### config.mk
export PLATFORM = sky130hd
export DESIGN_NAME = exec_pipeline
export DESIGN_NICKNAME = d
export VERILOG_FILES = /design/src/pipe_pkg.sv /design/src/decode_stage.sv /design/src/exec_pipeline.sv /design/src/exec_unit.sv /design/src/reg_file.sv /design/src/stage_buffer.sv /design/src/stall_ctrl.sv
export SDC_FILE = /design/constraint.sdc
export NUM_CORES = 2
export LEC_CHECK = 0
export BUFFER_PORTS_ARGS = -buffer_cell sky130_fd_sc_hd__buf_2
export CORE_ASPECT_RATIO = 1.1
export CORE_MARGIN = 5
export CORE_UTILIZATION = 30
export DETAILED_ROUTE_END_ITERATION = 16
export GPL_ROUTABILITY_DRIVEN = 0
export PLACE_DENSITY = 0.55
export SLEW_MARGIN = 20
export SYNTH_ARGS = -nofsm -noshare
export SYNTH_HDL_FRONTEND = slang
export SYNTH_SLANG_ARGS = --single-unit
### constraint.sdc
create_clock -name clock -period 10.8 [get_ports clock]
set_clock_uncertainty 0.05 [all_clocks]
set_input_delay 1.08 -clock clock [delete_from_list [all_inputs] [get_ports clock]]
set_output_delay 1.08 -clock clock [all_outputs]
set_load 0.05 [all_outputs]
### src/pipe_pkg.sv
`default_nettype none

package pipe_pkg;

    localparam int WORD_W    = 32;
    localparam int REG_COUNT = 32;

    // Bit positions inside the stall vector
    localparam int STALL_FETCH = 0;
    localparam int STALL_IFID  = 1;
    localparam int STALL_IDEX  = 2;
    localparam int STALL_EX    = 3;

    typedef logic [WORD_W-1:0]            word_t;
    typedef logic [$clog2(REG_COUNT)-1:0] reg_addr_t;
    typedef logic [3:0]                   stall_t;

    typedef enum logic [5:0] {
        OP_NOP  = 6'd0,
        OP_ADD  = 6'd1,
        OP_SUB  = 6'd2,
        OP_AND  = 6'd3,
        OP_OR   = 6'd4,
        OP_XOR  = 6'd5,
        OP_SLT  = 6'd6,
        OP_ADDI = 6'd7,
        OP_LUI  = 6'd8,
        OP_MUL  = 6'd9
    } opcode_t;

    typedef enum logic [3:0] {
        ALU_NOP, ALU_ADD, ALU_SUB, ALU_AND, ALU_OR, ALU_XOR, ALU_SLT, ALU_LUI, ALU_MUL
    } alu_op_t;

    typedef enum logic [1:0] {
        CAT_NONE, CAT_ARITH, CAT_LOGIC, CAT_MUL
    } category_t;

    typedef enum logic [1:0] {
        BUF_ADVANCE, BUF_HOLD, BUF_BUBBLE
    } buf_ctl_t;

    typedef struct packed {
        reg_addr_t   rt;
        logic [10:0] spare;
    } rtype_low_t;

    // R-type reads rt from the top of the low half, I-type reads all 16 bits as imm
    typedef union packed {
        rtype_low_t  r;
        logic [15:0] imm;
    } instr_low_t;

    typedef struct packed {
        logic [5:0] opcode;                // Kept raw so unknown codes survive to decode
        reg_addr_t  rd;
        reg_addr_t  rs;
        instr_low_t low;
    } instr_t;

    typedef struct packed {
        alu_op_t   alu_op;
        category_t category;
        word_t     operand1;
        word_t     operand2;
        reg_addr_t write_addr;
        logic      write_enable;
        instr_t    instruction;
    } idex_t;

    typedef struct packed {
        reg_addr_t write_addr;
        logic      write_enable;
        word_t     result;
    } exwb_t;

    typedef struct packed {
        logic      valid;
        reg_addr_t addr;
        word_t     data;
    } wb_t;

endpackage

`default_nettype wire

### src/decode_stage.sv
`timescale 1ns/10ps
`default_nettype none

module decode_stage (
    input  wire logic                 clock,
    input  wire logic                 rst_n,
    input  wire logic                 instr_valid,
    input  wire pipe_pkg::instr_t     instr,
    input  wire pipe_pkg::stall_t     stall,
    input  wire pipe_pkg::idex_t      ex_payload,
    input  wire pipe_pkg::exwb_t      wb_payload,
    input  wire pipe_pkg::exwb_t      ex_forward,
    output pipe_pkg::idex_t           id_payload,
    output logic                      id_stall_req
);

    logic                 if_valid;
    pipe_pkg::instr_t     if_instr;
    pipe_pkg::instr_t     cur;
    pipe_pkg::alu_op_t    alu_op;
    pipe_pkg::word_t      rs_data;
    pipe_pkg::word_t      rt_data;
    pipe_pkg::word_t      imm_value;
    logic                 is_itype;
    logic                 uses_rs;
    logic                 uses_rt;
    logic                 mul_dest;

    always_ff @(posedge clock or negedge rst_n) begin
        if (!rst_n) begin
            if_valid <= 1'b0;
        end else if (!stall[pipe_pkg::STALL_IFID]) begin
            if_valid <= instr_valid;                   // Idle fetch leaves an empty slot
        end
    end

    always_ff @(posedge clock) begin
        if (!stall[pipe_pkg::STALL_IFID]) begin
            if_instr <= instr;
        end
    end

    assign cur = if_valid ? if_instr : '0;            // Empty slot decodes as NOP

    reg_file u_reg_file (
        .clock   (clock),
        .rst_n   (rst_n),
        .rs_addr (cur.rs),
        .rt_addr (cur.low.r.rt),
        .rs_data (rs_data),
        .rt_data (rt_data),
        .write   (wb_payload)
    );

    // Youngest producer first; a MUL in EX never matches since its enable is cleared
    function automatic pipe_pkg::word_t forward(input pipe_pkg::reg_addr_t addr,
                                                input pipe_pkg::word_t rf_value);
        if (addr == '0) begin
            return '0;
        end
        if (ex_forward.write_enable && ex_forward.write_addr == addr) begin
            return ex_forward.result;
        end
        if (wb_payload.write_enable && wb_payload.write_addr == addr) begin
            return wb_payload.result;
        end
        return rf_value;
    endfunction

    always_comb begin
        case (cur.opcode)
            pipe_pkg::OP_ADD:  alu_op = pipe_pkg::ALU_ADD;
            pipe_pkg::OP_SUB:  alu_op = pipe_pkg::ALU_SUB;
            pipe_pkg::OP_AND:  alu_op = pipe_pkg::ALU_AND;
            pipe_pkg::OP_OR:   alu_op = pipe_pkg::ALU_OR;
            pipe_pkg::OP_XOR:  alu_op = pipe_pkg::ALU_XOR;
            pipe_pkg::OP_SLT:  alu_op = pipe_pkg::ALU_SLT;
            pipe_pkg::OP_ADDI: alu_op = pipe_pkg::ALU_ADD;
            pipe_pkg::OP_LUI:  alu_op = pipe_pkg::ALU_LUI;
            pipe_pkg::OP_MUL:  alu_op = pipe_pkg::ALU_MUL;
            default:           alu_op = pipe_pkg::ALU_NOP;   // Unknown opcodes fall through here
        endcase
    end

    assign is_itype  = cur.opcode == pipe_pkg::OP_ADDI || cur.opcode == pipe_pkg::OP_LUI;
    assign uses_rs   = alu_op != pipe_pkg::ALU_NOP && alu_op != pipe_pkg::ALU_LUI;
    assign uses_rt   = alu_op != pipe_pkg::ALU_NOP && !is_itype;
    assign imm_value = (cur.opcode == pipe_pkg::OP_LUI) ? {cur.low.imm, 16'h0000}
                                                        : {{16{cur.low.imm[15]}}, cur.low.imm};

    always_comb begin
        id_payload.alu_op       = alu_op;
        case (alu_op)
            pipe_pkg::ALU_ADD, pipe_pkg::ALU_SUB, pipe_pkg::ALU_SLT:
                id_payload.category = pipe_pkg::CAT_ARITH;
            pipe_pkg::ALU_MUL: id_payload.category = pipe_pkg::CAT_MUL;
            pipe_pkg::ALU_NOP: id_payload.category = pipe_pkg::CAT_NONE;
            default:           id_payload.category = pipe_pkg::CAT_LOGIC;
        endcase
        id_payload.operand1     = forward(cur.rs, rs_data);
        id_payload.operand2     = is_itype ? imm_value : forward(cur.low.r.rt, rt_data);
        id_payload.write_addr   = cur.rd;
        id_payload.write_enable = alu_op != pipe_pkg::ALU_NOP;
        id_payload.instruction  = cur;
    end

    // Product is not ready until it lands in EX/WB
    assign mul_dest     = ex_payload.category == pipe_pkg::CAT_MUL && ex_payload.write_enable
                          && ex_payload.write_addr != '0;
    assign id_stall_req = mul_dest && ((uses_rs && cur.rs == ex_payload.write_addr)
                          || (uses_rt && cur.low.r.rt == ex_payload.write_addr));

    assert property (@(posedge clock) disable iff (!rst_n) $rose(id_stall_req) |-> if_valid)
        else $error("decode_stage: hazard raised on an empty IF/ID slot");

    // Once EX is free the bubble clears the hazard in one cycle
    assert property (@(posedge clock) disable iff (!rst_n)
        id_stall_req && !stall[pipe_pkg::STALL_EX] |=> !id_stall_req)
        else $error("decode_stage: MUL hazard held longer than one cycle");

endmodule

`default_nettype wire

### src/exec_pipeline.sv
`timescale 1ns/10ps
`default_nettype none

module exec_pipeline #(
    parameter int MUL_BITS_PER_CYCLE = 4
) (
    input  wire logic                 clock,
    input  wire logic                 rst_n,
    input  wire logic                 instr_valid,
    input  wire pipe_pkg::instr_t     instr,
    output logic                      instr_ready,
    output pipe_pkg::wb_t             wb
);

    pipe_pkg::stall_t     stall;
    pipe_pkg::buf_ctl_t   idex_ctl;
    pipe_pkg::buf_ctl_t   exwb_ctl;
    logic                 id_stall_req;
    logic                 ex_stall_req;
    pipe_pkg::idex_t      id_payload;
    pipe_pkg::idex_t      ex_payload;
    pipe_pkg::exwb_t      ex_result;
    pipe_pkg::exwb_t      ex_forward;
    pipe_pkg::exwb_t      wb_payload;

    stall_ctrl u_stall_ctrl (
        .id_stall_req (id_stall_req),
        .ex_stall_req (ex_stall_req),
        .stall        (stall),
        .idex_ctl     (idex_ctl),
        .exwb_ctl     (exwb_ctl)
    );

    decode_stage u_decode_stage (
        .clock        (clock),
        .rst_n        (rst_n),
        .instr_valid  (instr_valid),
        .instr        (instr),
        .stall        (stall),
        .ex_payload   (ex_payload),
        .wb_payload   (wb_payload),
        .ex_forward   (ex_forward),
        .id_payload   (id_payload),
        .id_stall_req (id_stall_req)
    );

    stage_buffer #(.payload_t(pipe_pkg::idex_t)) idex_buffer (
        .clock (clock),
        .rst_n (rst_n),
        .ctl   (idex_ctl),
        .d     (id_payload),
        .q     (ex_payload)
    );

    exec_unit #(.MUL_BITS_PER_CYCLE(MUL_BITS_PER_CYCLE)) u_exec_unit (
        .clock        (clock),
        .rst_n        (rst_n),
        .ex_payload   (ex_payload),
        .ex_result    (ex_result),
        .ex_forward   (ex_forward),
        .ex_stall_req (ex_stall_req)
    );

    stage_buffer #(.payload_t(pipe_pkg::exwb_t)) exwb_buffer (
        .clock (clock),
        .rst_n (rst_n),
        .ctl   (exwb_ctl),
        .d     (ex_result),
        .q     (wb_payload)
    );

    assign instr_ready = !stall[pipe_pkg::STALL_FETCH];

    // Writes to r0 are architecturally invisible
    assign wb.valid = wb_payload.write_enable && wb_payload.write_addr != '0;
    assign wb.addr  = wb_payload.write_addr;
    assign wb.data  = wb_payload.result;

endmodule

`default_nettype wire

### src/exec_unit.sv
`timescale 1ns/10ps
`default_nettype none

module exec_unit #(
    parameter int MUL_BITS_PER_CYCLE = 4
) (
    input  wire logic                 clock,
    input  wire logic                 rst_n,
    input  wire pipe_pkg::idex_t      ex_payload,
    output pipe_pkg::exwb_t           ex_result,
    output pipe_pkg::exwb_t           ex_forward,
    output logic                      ex_stall_req
);

    localparam int STEPS = pipe_pkg::WORD_W / MUL_BITS_PER_CYCLE;
    localparam int CNT_W = $clog2(STEPS);

    logic              busy;
    logic [CNT_W-1:0]  count;
    logic [CNT_W-1:0]  cur_count;
    logic              is_mul;
    logic              mul_start;
    logic              mul_last;
    pipe_pkg::word_t   acc;
    pipe_pkg::word_t   mcand;
    pipe_pkg::word_t   mplier;
    pipe_pkg::word_t   cur_acc;
    pipe_pkg::word_t   cur_mcand;
    pipe_pkg::word_t   cur_mplier;
    pipe_pkg::word_t   partial;
    pipe_pkg::word_t   next_acc;
    pipe_pkg::word_t   alu_result;

    assign is_mul    = ex_payload.category == pipe_pkg::CAT_MUL;
    assign mul_start = is_mul && !busy;

    // First step works straight off the operands, later steps off the saved state
    assign cur_acc    = busy ? acc : '0;
    assign cur_mcand  = busy ? mcand : ex_payload.operand1;
    assign cur_mplier = busy ? mplier : ex_payload.operand2;
    assign cur_count  = busy ? count : '0;
    assign mul_last   = cur_count == CNT_W'(STEPS - 1);

    assign ex_stall_req = is_mul && !mul_last;

    always_comb begin
        partial = '0;
        for (int i = 0; i < MUL_BITS_PER_CYCLE; i++) begin
            if (cur_mplier[i]) begin
                partial = partial + (cur_mcand << i);
            end
        end
    end

    assign next_acc = cur_acc + partial;

    always_ff @(posedge clock or negedge rst_n) begin
        if (!rst_n) begin
            busy  <= 1'b0;
            count <= '0;
        end else begin
            busy  <= ex_stall_req;
            count <= ex_stall_req ? cur_count + CNT_W'(1) : '0;
        end
    end

    always_ff @(posedge clock) begin
        if (ex_stall_req) begin
            acc    <= next_acc;
            mcand  <= cur_mcand << MUL_BITS_PER_CYCLE;
            mplier <= cur_mplier >> MUL_BITS_PER_CYCLE;
        end
    end

    always_comb begin
        case (ex_payload.alu_op)
            pipe_pkg::ALU_ADD: alu_result = ex_payload.operand1 + ex_payload.operand2;
            pipe_pkg::ALU_SUB: alu_result = ex_payload.operand1 - ex_payload.operand2;
            pipe_pkg::ALU_AND: alu_result = ex_payload.operand1 & ex_payload.operand2;
            pipe_pkg::ALU_OR:  alu_result = ex_payload.operand1 | ex_payload.operand2;
            pipe_pkg::ALU_XOR: alu_result = ex_payload.operand1 ^ ex_payload.operand2;
            pipe_pkg::ALU_SLT: alu_result = pipe_pkg::word_t'(
                $signed(ex_payload.operand1) < $signed(ex_payload.operand2));
            pipe_pkg::ALU_LUI: alu_result = ex_payload.operand2;   // Shifted in decode
            pipe_pkg::ALU_MUL: alu_result = next_acc;              // Only sampled on the last step
            default:           alu_result = '0;
        endcase
    end

    always_comb begin
        ex_result.write_addr   = ex_payload.write_addr;
        ex_result.write_enable = ex_payload.write_enable;
        ex_result.result       = alu_result;
        ex_forward             = ex_result;
        if (is_mul) begin
            ex_forward.write_enable = 1'b0;                        // Product only forwarded from EX/WB
        end
    end

    // A started multiply runs its full step count without being restarted
    assert property (@(posedge clock) disable iff (!rst_n)
        mul_start |=> (busy && !mul_start) [*(STEPS - 1)] ##1 !busy)
        else $error("exec_unit: multiplier restarted or ended early");

endmodule

`default_nettype wire

### src/reg_file.sv
`timescale 1ns/10ps
`default_nettype none

module reg_file (
    input  wire logic                 clock,
    input  wire logic                 rst_n,
    input  wire pipe_pkg::reg_addr_t  rs_addr,
    input  wire pipe_pkg::reg_addr_t  rt_addr,
    output pipe_pkg::word_t           rs_data,
    output pipe_pkg::word_t           rt_data,
    input  wire pipe_pkg::exwb_t      write
);

    pipe_pkg::word_t regs [pipe_pkg::REG_COUNT];

    // Same-cycle write is visible on the read port
    function automatic pipe_pkg::word_t read_port(input pipe_pkg::reg_addr_t addr);
        if (addr == '0) begin
            return '0;
        end
        if (write.write_enable && write.write_addr == addr) begin
            return write.result;
        end
        return regs[addr];
    endfunction

    always_ff @(posedge clock or negedge rst_n) begin
        if (!rst_n) begin
            for (int i = 0; i < pipe_pkg::REG_COUNT; i++) begin
                regs[i] <= '0;
            end
        end else if (write.write_enable && write.write_addr != '0) begin
            regs[write.write_addr] <= write.result;     // r0 stays hard-wired to zero
        end
    end

    always_comb begin
        rs_data = read_port(rs_addr);
        rt_data = read_port(rt_addr);
    end

endmodule

`default_nettype wire

### src/stage_buffer.sv
`timescale 1ns/10ps
`default_nettype none

module stage_buffer #(
    parameter type payload_t = logic
) (
    input  wire logic                 clock,
    input  wire logic                 rst_n,
    input  wire pipe_pkg::buf_ctl_t   ctl,
    input  wire payload_t             d,
    output payload_t                  q
);

    // An all-zero payload decodes as a NOP that writes nothing
    always_ff @(posedge clock or negedge rst_n) begin
        if (!rst_n) begin
            q <= '0;
        end else begin
            case (ctl)
                pipe_pkg::BUF_ADVANCE: begin
                    q <= d;
                end
                pipe_pkg::BUF_BUBBLE: begin
                    q <= '0;                           // Upstream stalled, downstream runs
                end
                default: begin
                    q <= q;                            // Hold while the next stage is busy
                end
            endcase
        end
    end

    // An unknown command would silently corrupt the pipeline contents
    assert property (@(posedge clock) disable iff (!rst_n) !$isunknown(ctl))
        else $error("stage_buffer: control is unknown");

endmodule

`default_nettype wire

### src/stall_ctrl.sv
`timescale 1ns/10ps
`default_nettype none

module stall_ctrl (
    input  wire logic                 id_stall_req,
    input  wire logic                 ex_stall_req,
    output pipe_pkg::stall_t          stall,
    output pipe_pkg::buf_ctl_t        idex_ctl,
    output pipe_pkg::buf_ctl_t        exwb_ctl
);

    // A stalled stage whose successor still runs must hand a bubble downstream
    function automatic pipe_pkg::buf_ctl_t buf_cmd(input logic stalled, input logic next_stalled);
        if (!stalled) begin
            return pipe_pkg::BUF_ADVANCE;
        end
        return next_stalled ? pipe_pkg::BUF_HOLD : pipe_pkg::BUF_BUBBLE;
    endfunction

    always_comb begin
        stall = '0;
        if (ex_stall_req) begin
            stall = '1;                                    // Multiplier busy, freeze all stages
        end else if (id_stall_req) begin
            stall[pipe_pkg::STALL_FETCH] = 1'b1;
            stall[pipe_pkg::STALL_IFID]  = 1'b1;
            stall[pipe_pkg::STALL_IDEX]  = 1'b1;          // EX keeps running to drain the MUL
        end
    end

    always_comb begin
        idex_ctl = buf_cmd(stall[pipe_pkg::STALL_IDEX], stall[pipe_pkg::STALL_EX]);
        exwb_ctl = buf_cmd(stall[pipe_pkg::STALL_EX], 1'b0);  // Writeback never stalls
    end

    // Execute stall must win over a decode hazard in both buffer commands
    always_comb begin
        if (ex_stall_req) begin
            assert (idex_ctl == pipe_pkg::BUF_HOLD && exwb_ctl == pipe_pkg::BUF_BUBBLE)
                else $error("stall_ctrl: execute stall not translated to hold and bubble");
        end
    end

endmodule

`default_nettype wire

==> impl_metrics.tcl <==
set metrics [dict create \
    status "finished clean" \
    yosysWarnings 0 \
    wl_met1_um 115200 \
    ctsRootBufferMaster "clkbuf_16" \
    fill_cells 25840 \
    netlist_instances 7398 \
    die_w_um 495.5 \
    grt_pass1_wl_um 427200 \
    hold_path.class "in -> async" \
    path_buf_inv 3 \
    synth_nets 7652 \
    dieArea_mm2 0.2695 \
    ys.flop_type "dfrtp_1" \
    rsz0062_at_grt "no" \
    period_needed_ns 10.14 \
    power.leakage_nw 38.08 \
    syn_area_mm2 0.07777 \
    arrival_ns 10.75 \
    grt_usage 0.2101 \
    cts_tree "built" \
    wire_per_inst_um 27.23 \
    min_period_over_period 0.9386 \
    crit_path_top_delay_cell "dfrtp_4" \
    maxCapViolations 0 \
    ys_async_sr_fraction 0.9050 \
    first_pass_iters 9 \
    io_buffer_count 73 \
    yosysUniqueCellTypes 89 \
    start_util 0.3006 \
    cp_common_cell "a21o_1" \
    die_y_um 544.0 \
    avgSynthCellArea_um2 10.51 \
    power_density_mw_per_mm2 144.2 \
    ys_seq_area_frac 0.4141 \
    fin_area_mm2 0.08652 \
    synth_top_cell_by_area "dfrtp_1" \
    max_stage_delay_ns 0.57 \
    wirelength_um 290900 \
    setup_tns_ns 0 \
    grt_pass1_vias 62140 \
    vias 62230 \
    h-tree-depth 4 \
    crit_path_end_kind "flip-flop" \
    crit_family "compound AO/OA/AOI/OAI gates" \
    fin_nets 7358 \
    postCtsHoldBufs 0 \
    final.setup.worst_slack_ns 0.6631 \
    gr-total-overflow 0 \
    ys_seq_elements 1263 \
    cp_max_fo 17 \
    antenna_found_initial 19 \
    finalSetupViolations 0 \
    clk_path_buf_depth 3 \
    antenna_left 0 \
    placed_area_mm2 0.08156 \
    start_kind "flip-flop" \
    cts_sinks 1263 \
    synth_edf_count 120 \
    synthTopCellsByArea "dfrtp_1 (37%), mux2_2 (15%), mux4_2 (7.3%)" \
    synth_top_cell_area_share 0.3678 \
    finalHoldViolCount 0 \
    power_mw 12.47 \
    vias_per_cell 5.825 \
    routed.top_layer "met5" \
    worst_pin_slew_ns 1.130 \
    drt_iter0_drc 6523 \
    drc_errors 0 \
    dp_hpwl_um 177800 \
    path_clk_slew_ns 0.07 \
    drive_gt1_frac 0.2566 \
    wl_met2_um 135300 \
    slew_headroom 0.2464 \
    grt_max_degree 173 \
    wl_met3_um 22560 \
    io_pins 74 \
    fmax_mhz 98.65 \
    required_ns 11.41 \
    fp-row-count 196 \
    cts_buffers 143 \
    dp_worst_setup_slack_ns 0.3492 \
    ir_worst_vdd_v 0.0001544 \
    syn2layout_area_growth_pct 11.24 \
    clk_latency_ns 0.81 \
    path_class "reg -> reg" \
    finalMaxSlewViolations 0 \
    core_mm2 0.2587 \
]
[path summary, 6_finish.rpt]
kind | start | endpoint | slack (ns) | cells after the start
worst max-delay path | u_exec_unit.busy | idex_buffer.q[69] | 0.66 | 43
worst min-delay path | rst_n | u_decode_stage.u_reg_file.regs[344] | 0.13 | 1
worst max register to register | u_exec_unit.busy | idex_buffer.q[69] | 0.66 | 43
worst min register to register | u_decode_stage.u_reg_file.regs[1016] | u_decode_stage.u_reg_file.regs[1016] | 0.35 | 0
max in group asynchronous | rst_n | u_exec_unit.busy | 8.06 | 4
min in group clock | u_decode_stage.u_reg_file.regs[1016] | u_decode_stage.u_reg_file.regs[1016] | 0.35 | 0
[repair_timing]
action,4_1_cts,5_1_grt
endpoints found under the setup margin,0,6
buffers inserted,0,3
gates resized for setup,0,18
[cell usage after synthesis, drive strengths merged, types with 13 or more instances]
cell,number
nor2b,150
inv,153
a22oi,35
o221ai,21
and2,87
nor3,168
a221oi,93
a32oi,20
xor2,48
o21ai,265
nand3,173
a21o,71
a22o,13
mux4,253
o21bai,46
o211ai,37
nand2b,30
o22ai,109
a21oi,275
dfrtp,1143
clkbuf,516
edfxtp,120
ha,214
buf,181
a31oi,195
mux2,1010
and3,40
nor2,406
o21a,23
nand4,21
a211oi,160
xnor2,86
a2111oi,72
o31ai,19
nand2,770
mux2i,213
[kinds of logic (layout without fill, tap and decap cells)]
group	Yosys count	count (layout)	share of synthesized area
simple gates	1915	1915	0.1118
compound gates	1540	1540	0.1327
mux	1476	1476	0.2469
flops	1263	1263	0.4141
buf+inv	851	666	0.04369
fa+ha+maj	219	219	0.03571
xor+xnor	134	134	0.01509
other cells	0	5	0
[per-layer routing]
| metal | vias up | track usage |
|---|---|---|
| met2 | 3004 | 0.3419 |
| met3 | 835 | 0.03967 |
| met4 | 8 | 0.1124 |
| met5 | - | 0 |
| met1 | 31730 | 0.2645 |
| li1 | 26660 | - |
[registers in the layout, indices dropped and copies added, names as in the netlist]
signal                          count
u_decode_stage.u_reg_file.regs   1024
idex_buffer.q                      76
exwb_buffer.q                      38
u_decode_stage.if_instr            32
u_exec_unit.acc                    32
u_exec_unit.mcand                  28
u_exec_unit.mplier                 28
u_exec_unit.count                   3
u_decode_stage.if_valid             1
u_exec_unit.busy                    1
[cell usage in the layout (no fill, tap or decap), drive strengths merged, types with 213 or more instances in the layout]
master     n
buf      258
mux2i    213
mux2    1010
o21ai    265
ha       214
mux4     253
nor2     406
dfrtp   1143
a21oi    275
nand2    770
[metrics by stage]
step,hold slack [ns],std cells,util
CTS,0.3451,10670,0.3339
global route,0.1318,10680,0.3344
detailed placement,0.3370,10420,0.3152
global placement,0.3311,10420,0.3152
finish,0.1342,10680,0.3344
floorplan,0.3928,7398,-
[report_power, final]
group          internal [mW]  total [mW]  switching, mW
clock network           2.97        5.09           2.12
logic                  0.710        2.31           1.60
registers               4.95        5.07          0.127
[area by class of cell]
| type | instances | area, um2 | area share |
|---|---|---|---|
| diodes | 5 | 12.51 | 0.0001446 |
| clock buffers | 207 | 4188 | 0.04840 |
| clock inverters | 47 | 630.6 | 0.007289 |
| inverters | 154 | 583.1 | 0.006739 |
| multi-input cells | 5284 | 42580 | 0.4922 |
| flip-flops and latches | 1263 | 32210 | 0.3723 |
| well taps | 3465 | 4335 | 0.05011 |
| repair buffers | 258 | 1971 | 0.02278 |
Note: power is estimated with default switching activity, not from simulation.
